$ cat config.mk
export PLATFORM = sky130hd
export DESIGN_NAME = rename_top
export DESIGN_NICKNAME = d
export VERILOG_FILES = /design/src/source/rename_pkg.sv /design/src/source/free_list.sv /design/src/source/map_table.sv /design/src/source/rename_stage.sv /design/src/source/reorder_buffer.sv /design/src/source/rename_top.sv
export VERILOG_INCLUDE_DIRS = /design/src /design/src/source
export SDC_FILE = /design/constraint.sdc
export NUM_CORES = 1
export LEC_CHECK = 0
export ABC_AREA = 1
export BUFFER_PORTS_ARGS = -buffer_cell sky130_fd_sc_hd__buf_4
export CAP_MARGIN = 20
export CORE_UTILIZATION = 50
export CTS_BUF_LIST = sky130_fd_sc_hd__clkbuf_16
export DETAILED_ROUTE_END_ITERATION = 10
export GPL_ROUTABILITY_DRIVEN = 0
export PLACE_DENSITY_LB_ADDON = 0.1
export SLEW_MARGIN = 25
export SYNTH_ARGS = -nofsm -noshare
export SYNTH_HDL_FRONTEND = slang
export SYNTH_SLANG_ARGS = --single-unit
$ cat constraint.sdc
create_clock -name clock -period 11 [get_ports clock]
set_clock_uncertainty 0.1 [all_clocks]
set_input_delay 2.2 -clock clock [delete_from_list [all_inputs] [get_ports clock]]
set_output_delay 2.2 -clock clock [all_outputs]
set_load 0.02 [all_outputs]
$ cat src/source/rename_params.svh
// sizes and opcodes of the rename subsystem, included by the package and each rtl block
`ifndef RENAME_PARAMS_SVH
`define RENAME_PARAMS_SVH

// architectural register file, x0 is never renamed
`define ARCH_REGS 32
`define AREG_W 5

// physical register file
`define PHYS_REGS 64
`define PREG_W 6

// reorder buffer depth, a power of two so indices wrap
`define ROB_SZ 16
`define ROB_IDX_W 4

// rv32 major opcode for register-register alu ops
`define OPCODE_OP 7'b0110011

`endif

$ cat src/source/rename_pkg.sv
// shared types of the rename subsystem, imported by every block that needs them
`default_nettype none

`include "rename_params.svh"

package rename_pkg;

    // register index types
    typedef logic [`AREG_W-1:0] areg_t;
    typedef logic [`PREG_W-1:0] preg_t;

    // register-register layout
    typedef struct packed {
        logic [6:0] funct7;
        areg_t      rs2;
        areg_t      rs1;
        logic [2:0] funct3;
        areg_t      rd;
        logic [6:0] opcode;
    } r_fmt_t;

    // immediate layout, imm replaces funct7 and rs2
    typedef struct packed {
        logic [11:0] imm;
        areg_t       rs1;
        logic [2:0]  funct3;
        areg_t       rd;
        logic [6:0]  opcode;
    } i_fmt_t;

    // one 32 bit word, decoded by opcode
    typedef union packed {
        r_fmt_t r_fmt;
        i_fmt_t i_fmt;
    } inst_word_t;

    // packet handed out per dispatched instruction
    typedef struct packed {
        preg_t                 prs1;
        preg_t                 prs2;
        logic                  uses_rs2;
        logic                  has_rd;
        preg_t                 prd;
        preg_t                 prd_old;
        logic [`ROB_IDX_W-1:0] rob_idx;
    } rename_pkt_t;

    // what retire and walk-back need per entry
    typedef struct packed {
        logic  has_rd;
        areg_t rd;
        preg_t t;
        preg_t t_old;
    } rob_entry_t;

endpackage

`default_nettype wire

$ cat src/source/free_list.sv
// ring of free physical register tags, popped at rename and refilled at retire or squash
`timescale 1ns/1ns
`default_nettype none

`include "rename_params.svh"

module free_list
    import rename_pkg::*;
(
    input  logic  clock,
    input  logic  reset,
    input  logic  alloc,
    output preg_t alloc_preg,
    output logic  empty,
    input  logic  release_en,
    input  preg_t release_preg
);

    // only the non-identity registers ever circulate
    localparam int FL_SZ    = `PHYS_REGS - `ARCH_REGS;
    localparam int FL_PTR_W = $clog2(FL_SZ);

    preg_t               ring [FL_SZ];
    logic [FL_PTR_W-1:0] head;
    logic [FL_PTR_W-1:0] tail;
    logic [FL_PTR_W:0]   count;
    logic                pop;

    // head entry is always presented, valid when not empty
    assign alloc_preg = ring[head];
    assign empty      = count == '0;

    // never pop past empty
    assign pop = alloc && !empty;

    always_ff @(posedge clock) begin
        if (reset) begin
            // tags 32..63 in order, list starts full
            for (int i = 0; i < FL_SZ; i++) begin
                ring[i] <= preg_t'(`ARCH_REGS + i);
            end
            head  <= '0;
            tail  <= '0;
            count <= (FL_PTR_W + 1)'(FL_SZ);
        end else begin
            if (pop) begin
                head <= (head == FL_PTR_W'(FL_SZ - 1)) ? '0 : head + 1'b1;
            end
            // push at tail
            if (release_en) begin
                ring[tail] <= release_preg;
                tail       <= (tail == FL_PTR_W'(FL_SZ - 1)) ? '0 : tail + 1'b1;
            end
            // pop and push together leave count alone
            case ({pop, release_en})
                2'b10:   count <= count - 1'b1;
                2'b01:   count <= count + 1'b1;
                default: count <= count;
            endcase
        end
    end

endmodule

`default_nettype wire

$ cat src/source/map_table.sv
// speculative architectural to physical map, read at rename and rolled back by walk restore
`timescale 1ns/1ns
`default_nettype none

`include "rename_params.svh"

module map_table
    import rename_pkg::*;
(
    input  logic  clock,
    input  logic  reset,
    input  areg_t rs1,
    input  areg_t rs2,
    input  areg_t rd,
    output preg_t prs1,
    output preg_t prs2,
    output preg_t prd_old,
    input  logic  write_en,
    input  areg_t write_rd,
    input  preg_t write_preg,
    input  logic  restore_en,
    input  areg_t restore_rd,
    input  preg_t restore_preg
);

    preg_t map [`ARCH_REGS];

    // x0 pinned to p0
    assign prs1    = (rs1 == '0) ? '0 : map[rs1];
    assign prs2    = (rs2 == '0) ? '0 : map[rs2];
    assign prd_old = (rd == '0) ? '0 : map[rd];

    always_ff @(posedge clock) begin
        if (reset) begin
            // identity, xN lives in pN
            for (int i = 0; i < `ARCH_REGS; i++) begin
                map[i] <= preg_t'(i);
            end
        end else if (restore_en) begin
            // walk-back wins, dispatch is stalled then anyway
            map[restore_rd] <= restore_preg;
        end else if (write_en) begin
            map[write_rd] <= write_preg;
        end
    end

endmodule

`default_nettype wire

$ cat src/source/rename_stage.sv
// combinational dispatch stage, decodes the word and builds the rename packet and rob entry
`timescale 1ns/1ns
`default_nettype none

`include "rename_params.svh"

module rename_stage
    import rename_pkg::*;
(
    input  logic                  inst_valid,
    input  inst_word_t            inst_word,
    output logic                  inst_ready,
    input  logic                  rob_full,
    input  logic                  fl_empty,
    input  logic                  recovering,
    input  preg_t                 prs1,
    input  preg_t                 prs2,
    input  preg_t                 prd_old,
    input  preg_t                 alloc_preg,
    input  logic [`ROB_IDX_W-1:0] rob_tail,
    output areg_t                 lookup_rs1,
    output areg_t                 lookup_rs2,
    output areg_t                 lookup_rd,
    output logic                  alloc,
    output logic                  dispatch,
    output rob_entry_t            dispatch_entry,
    output logic                  rename_valid,
    output rename_pkt_t           rename_pkt
);

    logic uses_rs2;
    logic has_rd;

    // pick the view by opcode
    always_comb begin
        if (inst_word.r_fmt.opcode == `OPCODE_OP) begin
            uses_rs2   = 1'b1;
            lookup_rs1 = inst_word.r_fmt.rs1;
            lookup_rs2 = inst_word.r_fmt.rs2;
            lookup_rd  = inst_word.r_fmt.rd;
        end else begin
            // rs2 bits are immediate here
            uses_rs2   = 1'b0;
            lookup_rs1 = inst_word.i_fmt.rs1;
            lookup_rs2 = '0;
            lookup_rd  = inst_word.i_fmt.rd;
        end
    end

    assign has_rd = lookup_rd != '0;

    // stall rules
    assign inst_ready = !rob_full && !(fl_empty && has_rd) && !recovering;

    assign dispatch     = inst_valid && inst_ready;
    assign alloc        = dispatch && has_rd;
    assign rename_valid = dispatch;

    // no destination means no tags
    assign rename_pkt.prs1     = prs1;
    assign rename_pkt.prs2     = uses_rs2 ? prs2 : '0;
    assign rename_pkt.uses_rs2 = uses_rs2;
    assign rename_pkt.has_rd   = has_rd;
    assign rename_pkt.prd      = has_rd ? alloc_preg : '0;
    assign rename_pkt.prd_old  = has_rd ? prd_old : '0;
    assign rename_pkt.rob_idx  = rob_tail;

    assign dispatch_entry.has_rd = has_rd;
    assign dispatch_entry.rd     = lookup_rd;
    assign dispatch_entry.t      = rename_pkt.prd;
    assign dispatch_entry.t_old  = rename_pkt.prd_old;

endmodule

`default_nettype wire

$ cat src/source/reorder_buffer.sv
// in-order instruction queue, frees old tags at retire and walks back from the tail on undo
`timescale 1ns/1ns
`default_nettype none

`include "rename_params.svh"

module reorder_buffer
    import rename_pkg::*;
(
    input  logic                  clock,
    input  logic                  reset,
    input  logic                  dispatch,
    input  rob_entry_t            dispatch_entry,
    output logic [`ROB_IDX_W-1:0] tail_idx,
    output logic                  full,
    input  logic                  retire,
    output logic                  head_valid,
    output areg_t                 head_rd,
    output preg_t                 head_t,
    input  logic                  undo,
    input  logic [`ROB_IDX_W-1:0] undo_index,
    output logic                  recovering,
    output logic                  release_en,
    output preg_t                 release_preg,
    output logic                  restore_en,
    output areg_t                 restore_rd,
    output preg_t                 restore_preg
);

    rob_entry_t            entries [`ROB_SZ];
    logic [`ROB_IDX_W-1:0] head;
    logic [`ROB_IDX_W-1:0] tail;
    // extra bit so full and empty differ
    logic [`ROB_IDX_W:0]   count;
    logic [`ROB_IDX_W-1:0] stop_idx;
    logic [`ROB_IDX_W-1:0] walk_idx;
    logic [`ROB_IDX_W-1:0] tail_next;
    logic [`ROB_IDX_W-1:0] undo_stop;
    logic                  retire_take;
    rob_entry_t            head_entry;
    rob_entry_t            walk_entry;

    assign tail_idx   = tail;
    assign full       = count == (`ROB_IDX_W + 1)'(`ROB_SZ);
    assign head_valid = count != '0;

    assign head_entry = entries[head];
    assign head_rd    = head_entry.rd;
    assign head_t     = head_entry.t;

    // retire ignored while squashing
    assign retire_take = retire && head_valid && !recovering;

    // youngest live entry, squashed this cycle when recovering
    assign walk_idx   = tail - 1'b1;
    assign walk_entry = entries[walk_idx];

    // tail after a dispatch in the undo cycle
    assign tail_next = dispatch ? tail + 1'b1 : tail;
    // first entry younger than the branch
    assign undo_stop = undo_index + 1'b1;

    // walk puts back the previous mapping
    assign restore_en   = recovering && walk_entry.has_rd;
    assign restore_rd   = walk_entry.rd;
    assign restore_preg = walk_entry.t_old;

    // one free-list return per cycle
    always_comb begin
        if (recovering) begin
            // squashed new tag
            release_en   = walk_entry.has_rd;
            release_preg = walk_entry.t;
        end else begin
            // retired old tag
            release_en   = retire_take && head_entry.has_rd;
            release_preg = head_entry.t_old;
        end
    end

    // payload storage
    always_ff @(posedge clock) begin
        if (dispatch) begin
            entries[tail] <= dispatch_entry;
        end
    end

    always_ff @(posedge clock) begin
        if (reset) begin
            head       <= '0;
            tail       <= '0;
            count      <= '0;
            stop_idx   <= '0;
            recovering <= 1'b0;
        end else begin
            if (retire_take) begin
                head <= head + 1'b1;
            end
            if (recovering) begin
                // one entry per cycle
                tail <= walk_idx;
                if (walk_idx == stop_idx) begin
                    recovering <= 1'b0;
                end
            end else begin
                tail <= tail_next;
                // nothing younger means no walk
                if (undo) begin
                    stop_idx   <= undo_stop;
                    recovering <= undo_stop != tail_next;
                end
            end
            // dispatch never meets a walk step
            case ({dispatch, retire_take || recovering})
                2'b10:   count <= count + 1'b1;
                2'b01:   count <= count - 1'b1;
                default: count <= count;
            endcase
        end
    end

endmodule

`default_nettype wire

$ cat src/source/rename_top.sv
// rename and reorder subsystem top, wires free list, map table, dispatch stage and rob together
`timescale 1ns/1ns
`default_nettype none

`include "rename_params.svh"

module rename_top
    import rename_pkg::*;
(
    input  logic                  clock,
    input  logic                  reset,
    input  logic                  inst_valid,
    input  inst_word_t            inst_word,
    output logic                  inst_ready,
    output logic                  rename_valid,
    output rename_pkt_t           rename_pkt,
    input  logic                  retire,
    output logic                  head_valid,
    output areg_t                 head_rd,
    output preg_t                 head_t,
    output preg_t                 retired_t_old,
    input  logic                  undo,
    input  logic [`ROB_IDX_W-1:0] undo_index,
    output logic                  recovering
);

    // free list handshake
    logic  alloc;
    logic  fl_empty;
    preg_t alloc_preg;
    logic  release_en;
    preg_t release_preg;

    // map lookups and rollback
    areg_t lookup_rs1;
    areg_t lookup_rs2;
    areg_t lookup_rd;
    preg_t prs1;
    preg_t prs2;
    preg_t prd_old;
    logic  restore_en;
    areg_t restore_rd;
    preg_t restore_preg;

    // rob side
    logic                  dispatch;
    rob_entry_t            dispatch_entry;
    logic                  rob_full;
    logic [`ROB_IDX_W-1:0] rob_tail;

    // rob return port carries t_old on retire
    assign retired_t_old = release_preg;

    free_list u_free_list (
        .clock        (clock),
        .reset        (reset),
        .alloc        (alloc),
        .alloc_preg   (alloc_preg),
        .empty        (fl_empty),
        .release_en   (release_en),
        .release_preg (release_preg)
    );

    // map write is the allocation itself
    map_table u_map_table (
        .clock        (clock),
        .reset        (reset),
        .rs1          (lookup_rs1),
        .rs2          (lookup_rs2),
        .rd           (lookup_rd),
        .prs1         (prs1),
        .prs2         (prs2),
        .prd_old      (prd_old),
        .write_en     (alloc),
        .write_rd     (lookup_rd),
        .write_preg   (alloc_preg),
        .restore_en   (restore_en),
        .restore_rd   (restore_rd),
        .restore_preg (restore_preg)
    );

    rename_stage u_rename_stage (
        .inst_valid     (inst_valid),
        .inst_word      (inst_word),
        .inst_ready     (inst_ready),
        .rob_full       (rob_full),
        .fl_empty       (fl_empty),
        .recovering     (recovering),
        .prs1           (prs1),
        .prs2           (prs2),
        .prd_old        (prd_old),
        .alloc_preg     (alloc_preg),
        .rob_tail       (rob_tail),
        .lookup_rs1     (lookup_rs1),
        .lookup_rs2     (lookup_rs2),
        .lookup_rd      (lookup_rd),
        .alloc          (alloc),
        .dispatch       (dispatch),
        .dispatch_entry (dispatch_entry),
        .rename_valid   (rename_valid),
        .rename_pkt     (rename_pkt)
    );

    reorder_buffer u_reorder_buffer (
        .clock          (clock),
        .reset          (reset),
        .dispatch       (dispatch),
        .dispatch_entry (dispatch_entry),
        .tail_idx       (rob_tail),
        .full           (rob_full),
        .retire         (retire),
        .head_valid     (head_valid),
        .head_rd        (head_rd),
        .head_t         (head_t),
        .undo           (undo),
        .undo_index     (undo_index),
        .recovering     (recovering),
        .release_en     (release_en),
        .release_preg   (release_preg),
        .restore_en     (restore_en),
        .restore_rd     (restore_rd),
        .restore_preg   (restore_preg)
    );

endmodule

`default_nettype wire

# Word-level counts from Yosys, hierarchy flattened
# Memory sizes are Yosys's and may differ from the RTL's. A register that Yosys moved wholly into a read port is not among the register bits.
# Index checks and enable logic that the tools add are counted.
# totals
mem_bits_rw	672
n_memories	3
regBits	34
wordCells	105
output_inout_bits	51
inputBits	41
# memory_table
name	words	word_bits	read_ports	rd_clocked_by_memory_dff	write_ports	line	rtl
u_reorder_buffer.entries	16	18	2	1	1	reorder_buffer.sv:30	rob_entry_t entries [`ROB_SZ];
u_free_list.ring	32	6	1	1	32	free_list.sv:23	preg_t ring [FL_SZ];
u_map_table.map	32	6	3	0	32	map_table.sv:26	preg_t map [`ARCH_REGS];
# op_classes
reduce_logical	27
n_mux	46
add_sub_neg	10
n_eq_ne	10
n_bitwise	1
# ops
cell	count
$mux W6	10
$mux W5	8
$mux W1	22
$reduce_or A6 Y1	3
$mux W4	4
$add A5 B1 Y5 const B	3
$eq A5 B5 Y1 const B	3
$logic_not A5 Y1	3
$add A4 B1 Y4 const B	3
$pmux W6 S2	1
$logic_and A1 B1 Y1	10
$pmux W5 S2	1
$reduce_bool A5 Y1	2
$eq A7 B6 Y1 const B	1
$add A6 B1 Y6 const B	1
$logic_not A6 Y1	1
$sub A6 B1 Y6 const B	1
$sub A5 B1 Y5 const B	1
$eq A2 B1 Y1 const B	2
$eq A2 B2 Y1 const B	2
$eq A4 B4 Y1	1
$logic_not A1 Y1	4
$ne A4 B4 Y1	1
$reduce_bool A2 Y1	2
other kinds (4)	4

# Longest topological paths before layout
# Gate-level depths: netlist of the first run.
# logic_depth
word_depth	13
mapped_depth	26
mapped_depth_nobuf	21

# By module
# Synthesis of the first run repeated with hierarchy kept, for this count alone.
# unflattened
hier_cells	4781
area_unflattened_um2	39644.3
# by_module_without_submodules
module	seq_area_each_um2	instances	cells_each	area_each_um2
reorder_buffer	9088.7	1	1636	15623.7
map_table	5765.5	1	1926	13021.2
free_list	6185.9	1	1123	10352.4
rename_stage	0.0	1	96	646.9

# Worst setup path before layout of the first run
# Ideal clock, no wire load.
# synth_path
kind	in2out
from	input inst_word[7] in the netlist's numbering
to	output rename_pkt[6] in the netlist's numbering
stages	8
n_path_buf	3
t_arrival_ns	4.227
slack_ns	4.473
path_cell_list	buf_2 > clkinv_1 > clkbuf_1 > clkbuf_1 > o21ai_0 > o221ai_1 > nand3_1 > a31oi_1
# synth_rtl
item	line	rtl
from (decl)	rename_top.sv:13	input inst_word_t inst_word,
to (decl)	rename_top.sv:16	output rename_pkt_t rename_pkt,

==> results of run 1 <==
## state kept, by name (all words and copies together), names as in the netlist, named ones only
register	cells
u_reorder_buffer.entries	288
u_free_list.ring	192
u_map_table.map	192
u_free_list.count	6
u_free_list.head	5
u_free_list.tail	5
u_reorder_buffer.count	5
u_reorder_buffer.head	4
u_reorder_buffer.stop_idx	4
u_reorder_buffer.tail_idx	4
u_reorder_buffer.recovering	1
## metrics by stage
step / total power [mW] / utilization / instance area [um2] / hold WS [ns]
final: 9.630 / 0.5548 / 41440 / 0.3854
after global placement: 7.014 / 0.5215 / 38950 / 0.3679
after floorplan: 5.654 / - / 37870 / 0.3454
after detailed placement: 7.031 / 0.5215 / 38950 / 0.3809
after global routing: 10.02 / 0.5548 / 41440 / 0.4262
after CTS: 9.582 / 0.5547 / 41430 / 0.3895
## logic make-up (layout without fill, tap and decap cells)
kind of cell             after synthesis  count (layout)  synth area share
AO/OA/AOI/OAI                       1118            1118            0.1741
buffers and inverters                564             517           0.05953
AND/OR/NAND/NOR                     1792            1792            0.1989
adder cells (fa/ha/maj)               25              25          0.008656
flip-flops                           715             715            0.5556
XOR/XNOR                              14              14          0.003238
## where the power goes
group	leakage [nW]	switching, mW	internal [mW]
Clock	1.28	1.10	1.47
Combinational	6.91	2.82	0.889
Sequential	6.24	0.118	3.23
## how the worst max path moves through the flow
stage | to | slack (ns) | cells past startpoint
2_1_floorplan | rename_pkt[6] | 4.47 | 8
3_3_place_gp | rename_pkt[8] | 3.03 | 10
3_5_place_dp | rename_pkt[8] | 2.99 | 10
4_1_cts | rename_pkt[8] | 2.99 | 10
5_1_grt | rename_pkt[8] | 2.75 | 10
6_report | rename_pkt[8] | 2.85 | 10
## synthesized netlist by cell type, types with 23 or more instances
library cell  number
edfxtp_1         672
nor2_1           654
nand2_1          625
o21ai_0          526
nand3_1          442
a21oi_1          240
clkbuf_1         239
inv_1            201
o221ai_1         138
o211ai_1         113
buf_2             55
o21bai_1          48
dfxtp_1           43
buf_1             42
nand4_1           33
o22ai_1           26
ha_1              23
## layout make-up
class | instances | area [um2]
fillers | 6633 | 33260
flip-flops and latches | 715 | 21050
multi-input cells | 2949 | 14710
clock buffers | 81 | 2027
well taps | 969 | 1212
repair buffers | 156 | 1175
inverters | 215 | 817.0
clock inverters | 65 | 455.4
## placed cells by master (no fill, tap or decap), types with 6 or more instances in the layout
cell type and count:
nor2_1 635, edfxtp_1 672, nand4_1 33, inv_2 13
o22ai_1 26, nor3_1 13, o221ai_1 138, dfxtp_1 38
o21bai_1 48, o211ai_1 113, o21ai_0 526, xor2_1 6
a21oi_1 240, inv_1 211, xnor2_1 6, a31oi_1 11
nand2_1 625, ha_1 22, clkbuf_16 81, clkinv_2 17
nor2_2 24, nand3_1 440, clkinv_1 23, buf_4 155
bufinv_16 6
## worst max-delay path, stage by stage
cell and delay (ns):
buf_4 0.30, inv_2 0.80, buf_4 0.57, o21ai_0 0.14, o221ai_1 0.24, nand3_1 0.11
nand3_1 0.09, nand2_1 0.15, a31oi_2 0.83, buf_4 0.28
## routing by layer
metal | share of wire | global-route usage
met2 | 0.46 | 0.4977
met4 | 0.040 | 0.1345
met3 | 0.10 | 0.05214
met5 | 0.00011 | 0
met1 | 0.40 | 0.4295
==> tab_implementation.tex, run 1 <==
\begin{tabular}{lr}
\hline
Metric & Value \\
\hline
\multicolumn{2}{l}{\textbf{GRT}} \\
Via count of the first global-routing pass & about 30000 \\
Pin count of the biggest net entering global routing & 100 \\
Aggregate global-route resource usage & 0.3150 \\
Global-route wire length before repair & 184.2 mm \\
Antenna violations before repair & 1 \\
Global route overflow & 0 \\
\multicolumn{2}{l}{\textbf{Die}} \\
Initial core utilization & 0.5070 \\
Horiz. Die Dim & 277.2 um \\
Die span in y & 277.2 um \\
Num rows & 100 \\
Core region area & approximately 75000 um2 \\
DIE AREA & roughly 77000 um2 \\
Number of top-level pins & 92 \\
\multicolumn{2}{l}{\textbf{Clocking}} \\
CTS H-Tree Depth & 3 \\
CTS sink count & a little over 700 \\
Worst-path clk slew & 0.06 ns \\
Root buffer selected by CTS & clkbuf\_16 \\
Clock buffer count from CTS & 79 \\
TritonCTS clock tree & built \\
Maximum root-to-sink buffer count & 3 \\
Insertion delay to the later sink of the worst-skew pair & 0.63 ns \\
Number of buffers inserted by hold repair at cts & 0 \\
Number of buffers inserted by post-CTS setup repair & 0 \\
Count of instances resized after the clock tree is built & 0 \\
\multicolumn{2}{l}{\textbf{Timing}} \\
Post-route worst setup slack & between 2 and 3 ns \\
Final hold violation count & 0 \\
FMAX & 122.7 MHz \\
Actual transition at the worst max-transition pin & 1.136 ns \\
Setup TNS & 0 ns \\
Setup repair after global routing missed its margin & false \\
Slew Viols, Final & 0 \\
Finish-stage setup viols & 0 \\
Relative slew slack & 0.2413 \\
Final period utilization & 0.7408 \\
Final critical delay including setup and external delays & roughly 8.1 ns \\
\multicolumn{2}{l}{\textbf{Worst setup path}} \\
Critical path launch point & inst\_word[7] \\
Type of origin of the critical path & input port \\
Crit path DAT & $\sim$6 ns \\
R2R setup slack & 5.53 ns \\
Worst setup path class & in -> out \\
Worst Path Max Fanout & 66 \\
Type of destination of the critical path & output port \\
Depth of the worst register-to-register path & 15 \\
Crit Reg-Reg Startpoint & u\_reorder\_buffer.tail\_idx[0] \\
Capture instance of the worst register-to-register path & u\_map\_table.map[23][1] \\
Required arrival time at the worst endpoint & 8.70 ns \\
\multicolumn{2}{l}{\textbf{Final layout}} \\
Number of nets in the layout & 4182 \\
Fraction of final layout cells with drive strength greater than 1 & 0.08132 \\
Post-route insts no fill & 5150 \\
Area Growth Syn to Fin & 9.422\% \\
\# diodes & 0 \\
\multicolumn{2}{l}{\textbf{Power}} \\
Pwr Density & 232.4 nW/um2 \\
Worst ir drop on vdd & 251.8 uV \\
Cell leakage power & 14.42 nW \\
\multicolumn{2}{l}{\textbf{Drt}} \\
Total wire length & 123.8 mm \\
Count of TritonRoute iterations in the first routing pass & 7 \\
Drt first-iter violations & 4574 \\
Vias per std cell & 6.298 \\
Detail Route Antenna Nets & 0 \\
Via count & 32430 \\
Number of DRC violations after detailed routing & 0 \\
Post-detailed-route wirelength per cell & about 24 um \\
\multicolumn{2}{l}{\textbf{Placed design}} \\
Detail Placement HPWL & roughly 73 mm \\
Placed cell count & 5004 \\
Worst slack at placement & 2.987 ns \\
Port-buffer cells & 81 \\
\multicolumn{2}{l}{\textbf{Synth}} \\
Mapped Avg Cell Area & 8.958 um2 \\
Number of warnings issued by yosys & 0 \\
Post-Synthesis Cell Area & 37870 um2 \\
Seq cells post-synth & approximately 720 \\
Proportion of netlist area held by the largest area contributor & 0.5328 \\
Post-synth top flop & edfxtp\_1 \\
Sequential element share of the synthesized area & 0.5556 \\
Top area cells in the synthesized netlist & edfxtp\_1 (53\%), o21ai\_0 (7.0\%), nor2\_1 (6.5\%) \\
Cells after synthesis & 4228 \\
Synth Net Count & around 4300 \\
Largest area contributor in the synthesized netlist & edfxtp\_1 \\
Async set or reset register ratio after synthesis & 0 \\
Synth unique cells & 44 \\
Post-synth EDFFs & 672 \\
\multicolumn{2}{l}{\textbf{Min path}} \\
Capture endpoint of the worst hold path & u\_free\_list.count[5] \\
Min-Delay Path Depth & 1 \\
Hold wc startpoint & u\_free\_list.count[5] \\
Type of the most critical hold path & reg -> reg \\
\multicolumn{2}{l}{\textbf{Job}} \\
Count of max-cap constraint violations & 0 \\
\multicolumn{2}{l}{\textbf{Outcome}} \\
Outcome & finished, final reports clean \\
\hline
\end{tabular}
Note: power is estimated with default switching activity, not from simulation.
==> run 2, diff against run 1 <==
--- a/config.mk
+++ b/config.mk
@@ -6,7 +6,7 @@
 export SDC_FILE = /design/constraint.sdc
 export NUM_CORES = 1
 export LEC_CHECK = 0
-export ABC_AREA = 1
+export ABC_AREA = 0
 export BUFFER_PORTS_ARGS = -buffer_cell sky130_fd_sc_hd__buf_4
 export CAP_MARGIN = 20
 export CORE_UTILIZATION = 50
==> constraint.sdc (replaced) <==
create_clock -name clock -period 8.45 [get_ports clock]
set_clock_uncertainty 0.1 [all_clocks]
set_input_delay 1.69 -clock clock [delete_from_list [all_inputs] [get_ports clock]]
set_output_delay 1.69 -clock clock [all_outputs]
set_load 0.02 [all_outputs]
==> tab_implementation.tex, run 2 <==
\begin{tabular}{lr}
\hline
Metric & Value \\
\hline
\multicolumn{2}{l}{\textbf{Timing}} \\
Worst hold margin & 0.4148 ns \\
FMAX & 146.2 MHz \\
Actual transition at the worst max-transition pin & 0.9976 ns \\
Finish-stage setup viols & 0 \\
Final critical delay including setup and external delays & 6.838 ns \\
Final hold violation count & 0 \\
Slew Viols, Final & 0 \\
Relative slew slack & 0.3331 \\
Final period utilization & 0.8093 \\
Setup repair after global routing missed its margin & false \\
Setup TNS & 0 ns \\
Post-route worst setup slack & 1.612 ns \\
\multicolumn{2}{l}{\textbf{Synth}} \\
Top area cells in the synthesized netlist & edfxtp\_1 (55\%), mux4\_2 (23\%), nand2\_1 (2.9\%) \\
Post-synth top flop & edfxtp\_1 \\
Largest area contributor in the synthesized netlist & edfxtp\_1 \\
Sequential element share of the synthesized area & 0.5773 \\
Synth cell count leaders & edfxtp\_1 (672), mux4\_2 (378), nand2\_1 (285), nor2\_1 (260), clkbuf\_1 (98) \\
Seq cells post-synth & 715 \\
Post-synth EDFFs & between 600 and 700 \\
Multiplexer share of the synthesized area & 0.2540 \\
Number of warnings issued by yosys & 0 \\
Mapped Avg Cell Area & 15.40 um2 \\
Proportion of netlist area held by the largest area contributor & 0.5537 \\
Post-Synthesis Cell Area & between 30000 and 40000 um2 \\
Share of the synthesized netlist area taken by xor and xnor gates & 0.006660 \\
Post-synthesis compound-gate area fraction & 0.02774 \\
Main combinational cell family by area after synthesis & multiplexers \\
Synth Net Count & 2433 \\
Cells after synthesis & 2367 \\
Leading cell type by number of instances after synthesis & edfxtp\_1 \\
Synth unique cells & 70 \\
Async set or reset register ratio after synthesis & 0 \\
Synth Area in Simple Gates & 0.09959 \\
Post-synthesis adder-cell area fraction & 0.008995 \\
\multicolumn{2}{l}{\textbf{Final layout}} \\
Fraction of final layout cells with drive strength greater than 1 & 0.2907 \\
Area Growth Syn to Fin & 11.95\% \\
Number of flip-flops under the largest register name & approximately 290 \\
Commonest non-fill, non-tap cell in the layout & edfxtp\_1 \\
\# diodes & 0 \\
Finished Core Util & 0.5678 \\
Leading cell types in the layout, fill and taps excluded & edfxtp\_1 (672), mux4\_2 (378), nand2\_1 (284) \\
Biggest regs & u\_reorder\_buffer.entries x288, u\_free\_list.ring x192, u\_map\_table.map x192 \\
Number of nets in the layout & 2474 \\
Cell area after layout & 40800 um2 \\
Register with the highest flop count & u\_reorder\_buffer.entries \\
\multicolumn{2}{l}{\textbf{Power}} \\
Net switching component of the power & 3.895 mW \\
Sw Ratio & 0.3445 \\
Clock share of power & 0.304 \\
Share of power burned in combinational logic & 0.315 \\
Worst ir drop on vdd & $\sim$180 uV \\
Pwr Density & about 280 nW/um2 \\
Cell leakage power & approximately 13 nW \\
Internal power & 7.412 mW \\
Sequential share of power & 0.381 \\
\multicolumn{2}{l}{\textbf{Clocking}} \\
CTS H-Tree Depth & 3 \\
CTS sink count & 715 \\
Root buffer selected by CTS & clkbuf\_16 \\
Worst-path clk slew & 0.07 ns \\
Number of buffers inserted by hold repair at cts & 0 \\
Number of buffers inserted by post-CTS setup repair & 0 \\
Count of instances resized after the clock tree is built & 0 \\
Maximum root-to-sink buffer count & 3 \\
TritonCTS clock tree & built \\
Clock buffer count from CTS & 78 \\
Insertion delay to the later sink of the worst-skew pair & around 0.65 ns \\
\multicolumn{2}{l}{\textbf{GRT}} \\
Pin count of the biggest net entering global routing & 54 \\
Antenna violations before repair & 2 \\
Aggregate global-route resource usage & 0.2818 \\
Via count of the first global-routing pass & 22510 \\
Global route overflow & 0 \\
Global-route wire length before repair & 151.8 mm \\
\multicolumn{2}{l}{\textbf{Die}} \\
Number of top-level pins & 92 \\
Core region area & 71850 um2 \\
DIE AREA & 73970 um2 \\
Num rows & 98 \\
Die span in y & 272.0 um \\
Horiz. Die Dim & roughly 270 um \\
Initial core utilization & 0.5072 \\
\multicolumn{2}{l}{\textbf{Worst setup path}} \\
CP dominant cell by count & buf\_4 \\
Worst Path Max Fanout & 39 \\
Buffers \& Inverters on Critical Path & 3 \\
Crit path DAT & 5.05 ns \\
Top cell family by delay on the critical path & multiplexers \\
Required arrival time at the worst endpoint & 6.66 ns \\
Worst setup path class & in -> out \\
Type of origin of the critical path & input port \\
Delay contributed by the slowest stage of the critical path & roughly 0.61 ns \\
Type of destination of the critical path & output port \\
Crit-path slowest cell & mux2i\_1 \\
Series of cell instances along the critical path & buf\_4 -> buf\_4 -> mux4\_2 -> mux4\_2 -> mux2i\_1 -> nor2\_2 -> buf\_4 \\
\multicolumn{2}{l}{\textbf{Drt}} \\
Detail Route Antenna Nets & 0 \\
Number of DRC violations after detailed routing & 0 \\
Vias per std cell & $\sim$6.7 \\
Via count & around 23000 \\
Post-detailed-route wirelength per cell & 30.13 um \\
Count of TritonRoute iterations in the first routing pass & 7 \\
Total wire length & 103.1 mm \\
Drt first-iter violations & 2941 \\
\multicolumn{2}{l}{\textbf{Job}} \\
Count of max-cap constraint violations & 0 \\
\multicolumn{2}{l}{\textbf{Placed design}} \\
Cell Area, Placed & about 38000 um2 \\
Worst slack at placement & 1.633 ns \\
Port-buffer cells & 81 \\
Detail Placement HPWL & 65.76 mm \\
\multicolumn{2}{l}{\textbf{Min path}} \\
Type of the most critical hold path & reg -> reg \\
\multicolumn{2}{l}{\textbf{Outcome}} \\
Outcome & finished, final reports clean \\
\hline
\end{tabular}
[run 2: cell count changes after synthesis, moves of 138 or more]
cell	change
a21oi_1	-205
clkbuf_1	-141
inv_1	-186
mux4_2	+378
nand2_1	-340
nand3_1	-385
nor2_1	-394
o21ai_0	-519
o221ai_1	-138
[run 2: kinds of logic (layout without fill, tap and decap cells)]
kind of cell,Yosys count,after routing
XOR/XNOR,26,26
buffers and inverters,212,318
multiplexers,452,452
flip-flops,715,715
AND/OR/NAND/NOR,798,798
AO/OA/AOI/OAI,139,139
adder cells (fa/ha/maj),25,25
[run 2: through the flow]
stage / power, mW / cells
after floorplan: 6.586 / 2367
after global placement: 7.849 / 3276
after detailed placement: 7.901 / 3277
after CTS: 11.32 / 3422
after global routing: 11.70 / 3423
final: 11.31 / 3423
[run 2: cell type report]
type | count | area, um2
multi-input combinational | 1440 | 14680
clock inverter | 65 | 584.3
timing repair buffer | 156 | 1219
sequential | 715 | 21060
inverter | 17 | 63.81
tap | 950 | 1189
fill | 5692 | 31050
clock buffer | 80 | 2002
[run 2: worst register-to-register path, stage by stage, from the launching register on]
cell      delay (ns)
dfxtp_1         0.56
inv_1           0.21
ha_4            0.65
mux4_2          0.42
and3_1          0.20
o211ai_1        0.28
nand2_1         0.13
a21oi_2         0.45
inv_1           0.21
ha_1            0.27
inv_1           0.16
ha_1            0.26
a21o_1          0.17
a21oi_1         0.23
o21bai_1        0.09
a21oi_1         0.17
xnor2_1         0.09
o21ai_0         0.14
or3b_2          0.45
[run 2: power groups by stage]
stage	clock network, mW	registers, mW	logic [mW]
floorplan	0	4.27	2.31
global placement	0	4.39	3.46
detailed placement	0	4.38	3.52
CTS	3.48	4.31	3.53
global route	3.61	4.33	3.76
finish	3.44	4.31	3.56
[run 2: path summary, 6_finish.rpt]
path | cells past startpoint | startpoint | slack (ns) | endpoint
worst min-delay path | 2 | u_reorder_buffer.stop_idx[0] | 0.41 | u_reorder_buffer.stop_idx[0]
worst max-delay path | 7 | inst_word[7] | 1.61 | rename_pkt[6]
worst max register to register | 18 | u_reorder_buffer.tail_idx[1] | 3.08 | u_free_list.count[5]
worst min register to register | 2 | u_reorder_buffer.stop_idx[0] | 0.41 | u_reorder_buffer.stop_idx[0]
[run 2: metal layers]
| metal | part of all wire | vias to the layer above | wire length (um) | GRT usage |
|---|---|---|---|---|
| met5 | 0.00013 | - | 13 | 0 |
| met4 | 0.027 | 2 | 2763 | 0.08205 |
| met3 | 0.093 | 166 | 9632 | 0.05316 |
| met2 | 0.47 | 1311 | 48740 | 0.4361 |
| met1 | 0.41 | 11900 | 41980 | 0.4101 |
| li1 | - | 9412 | - | - |
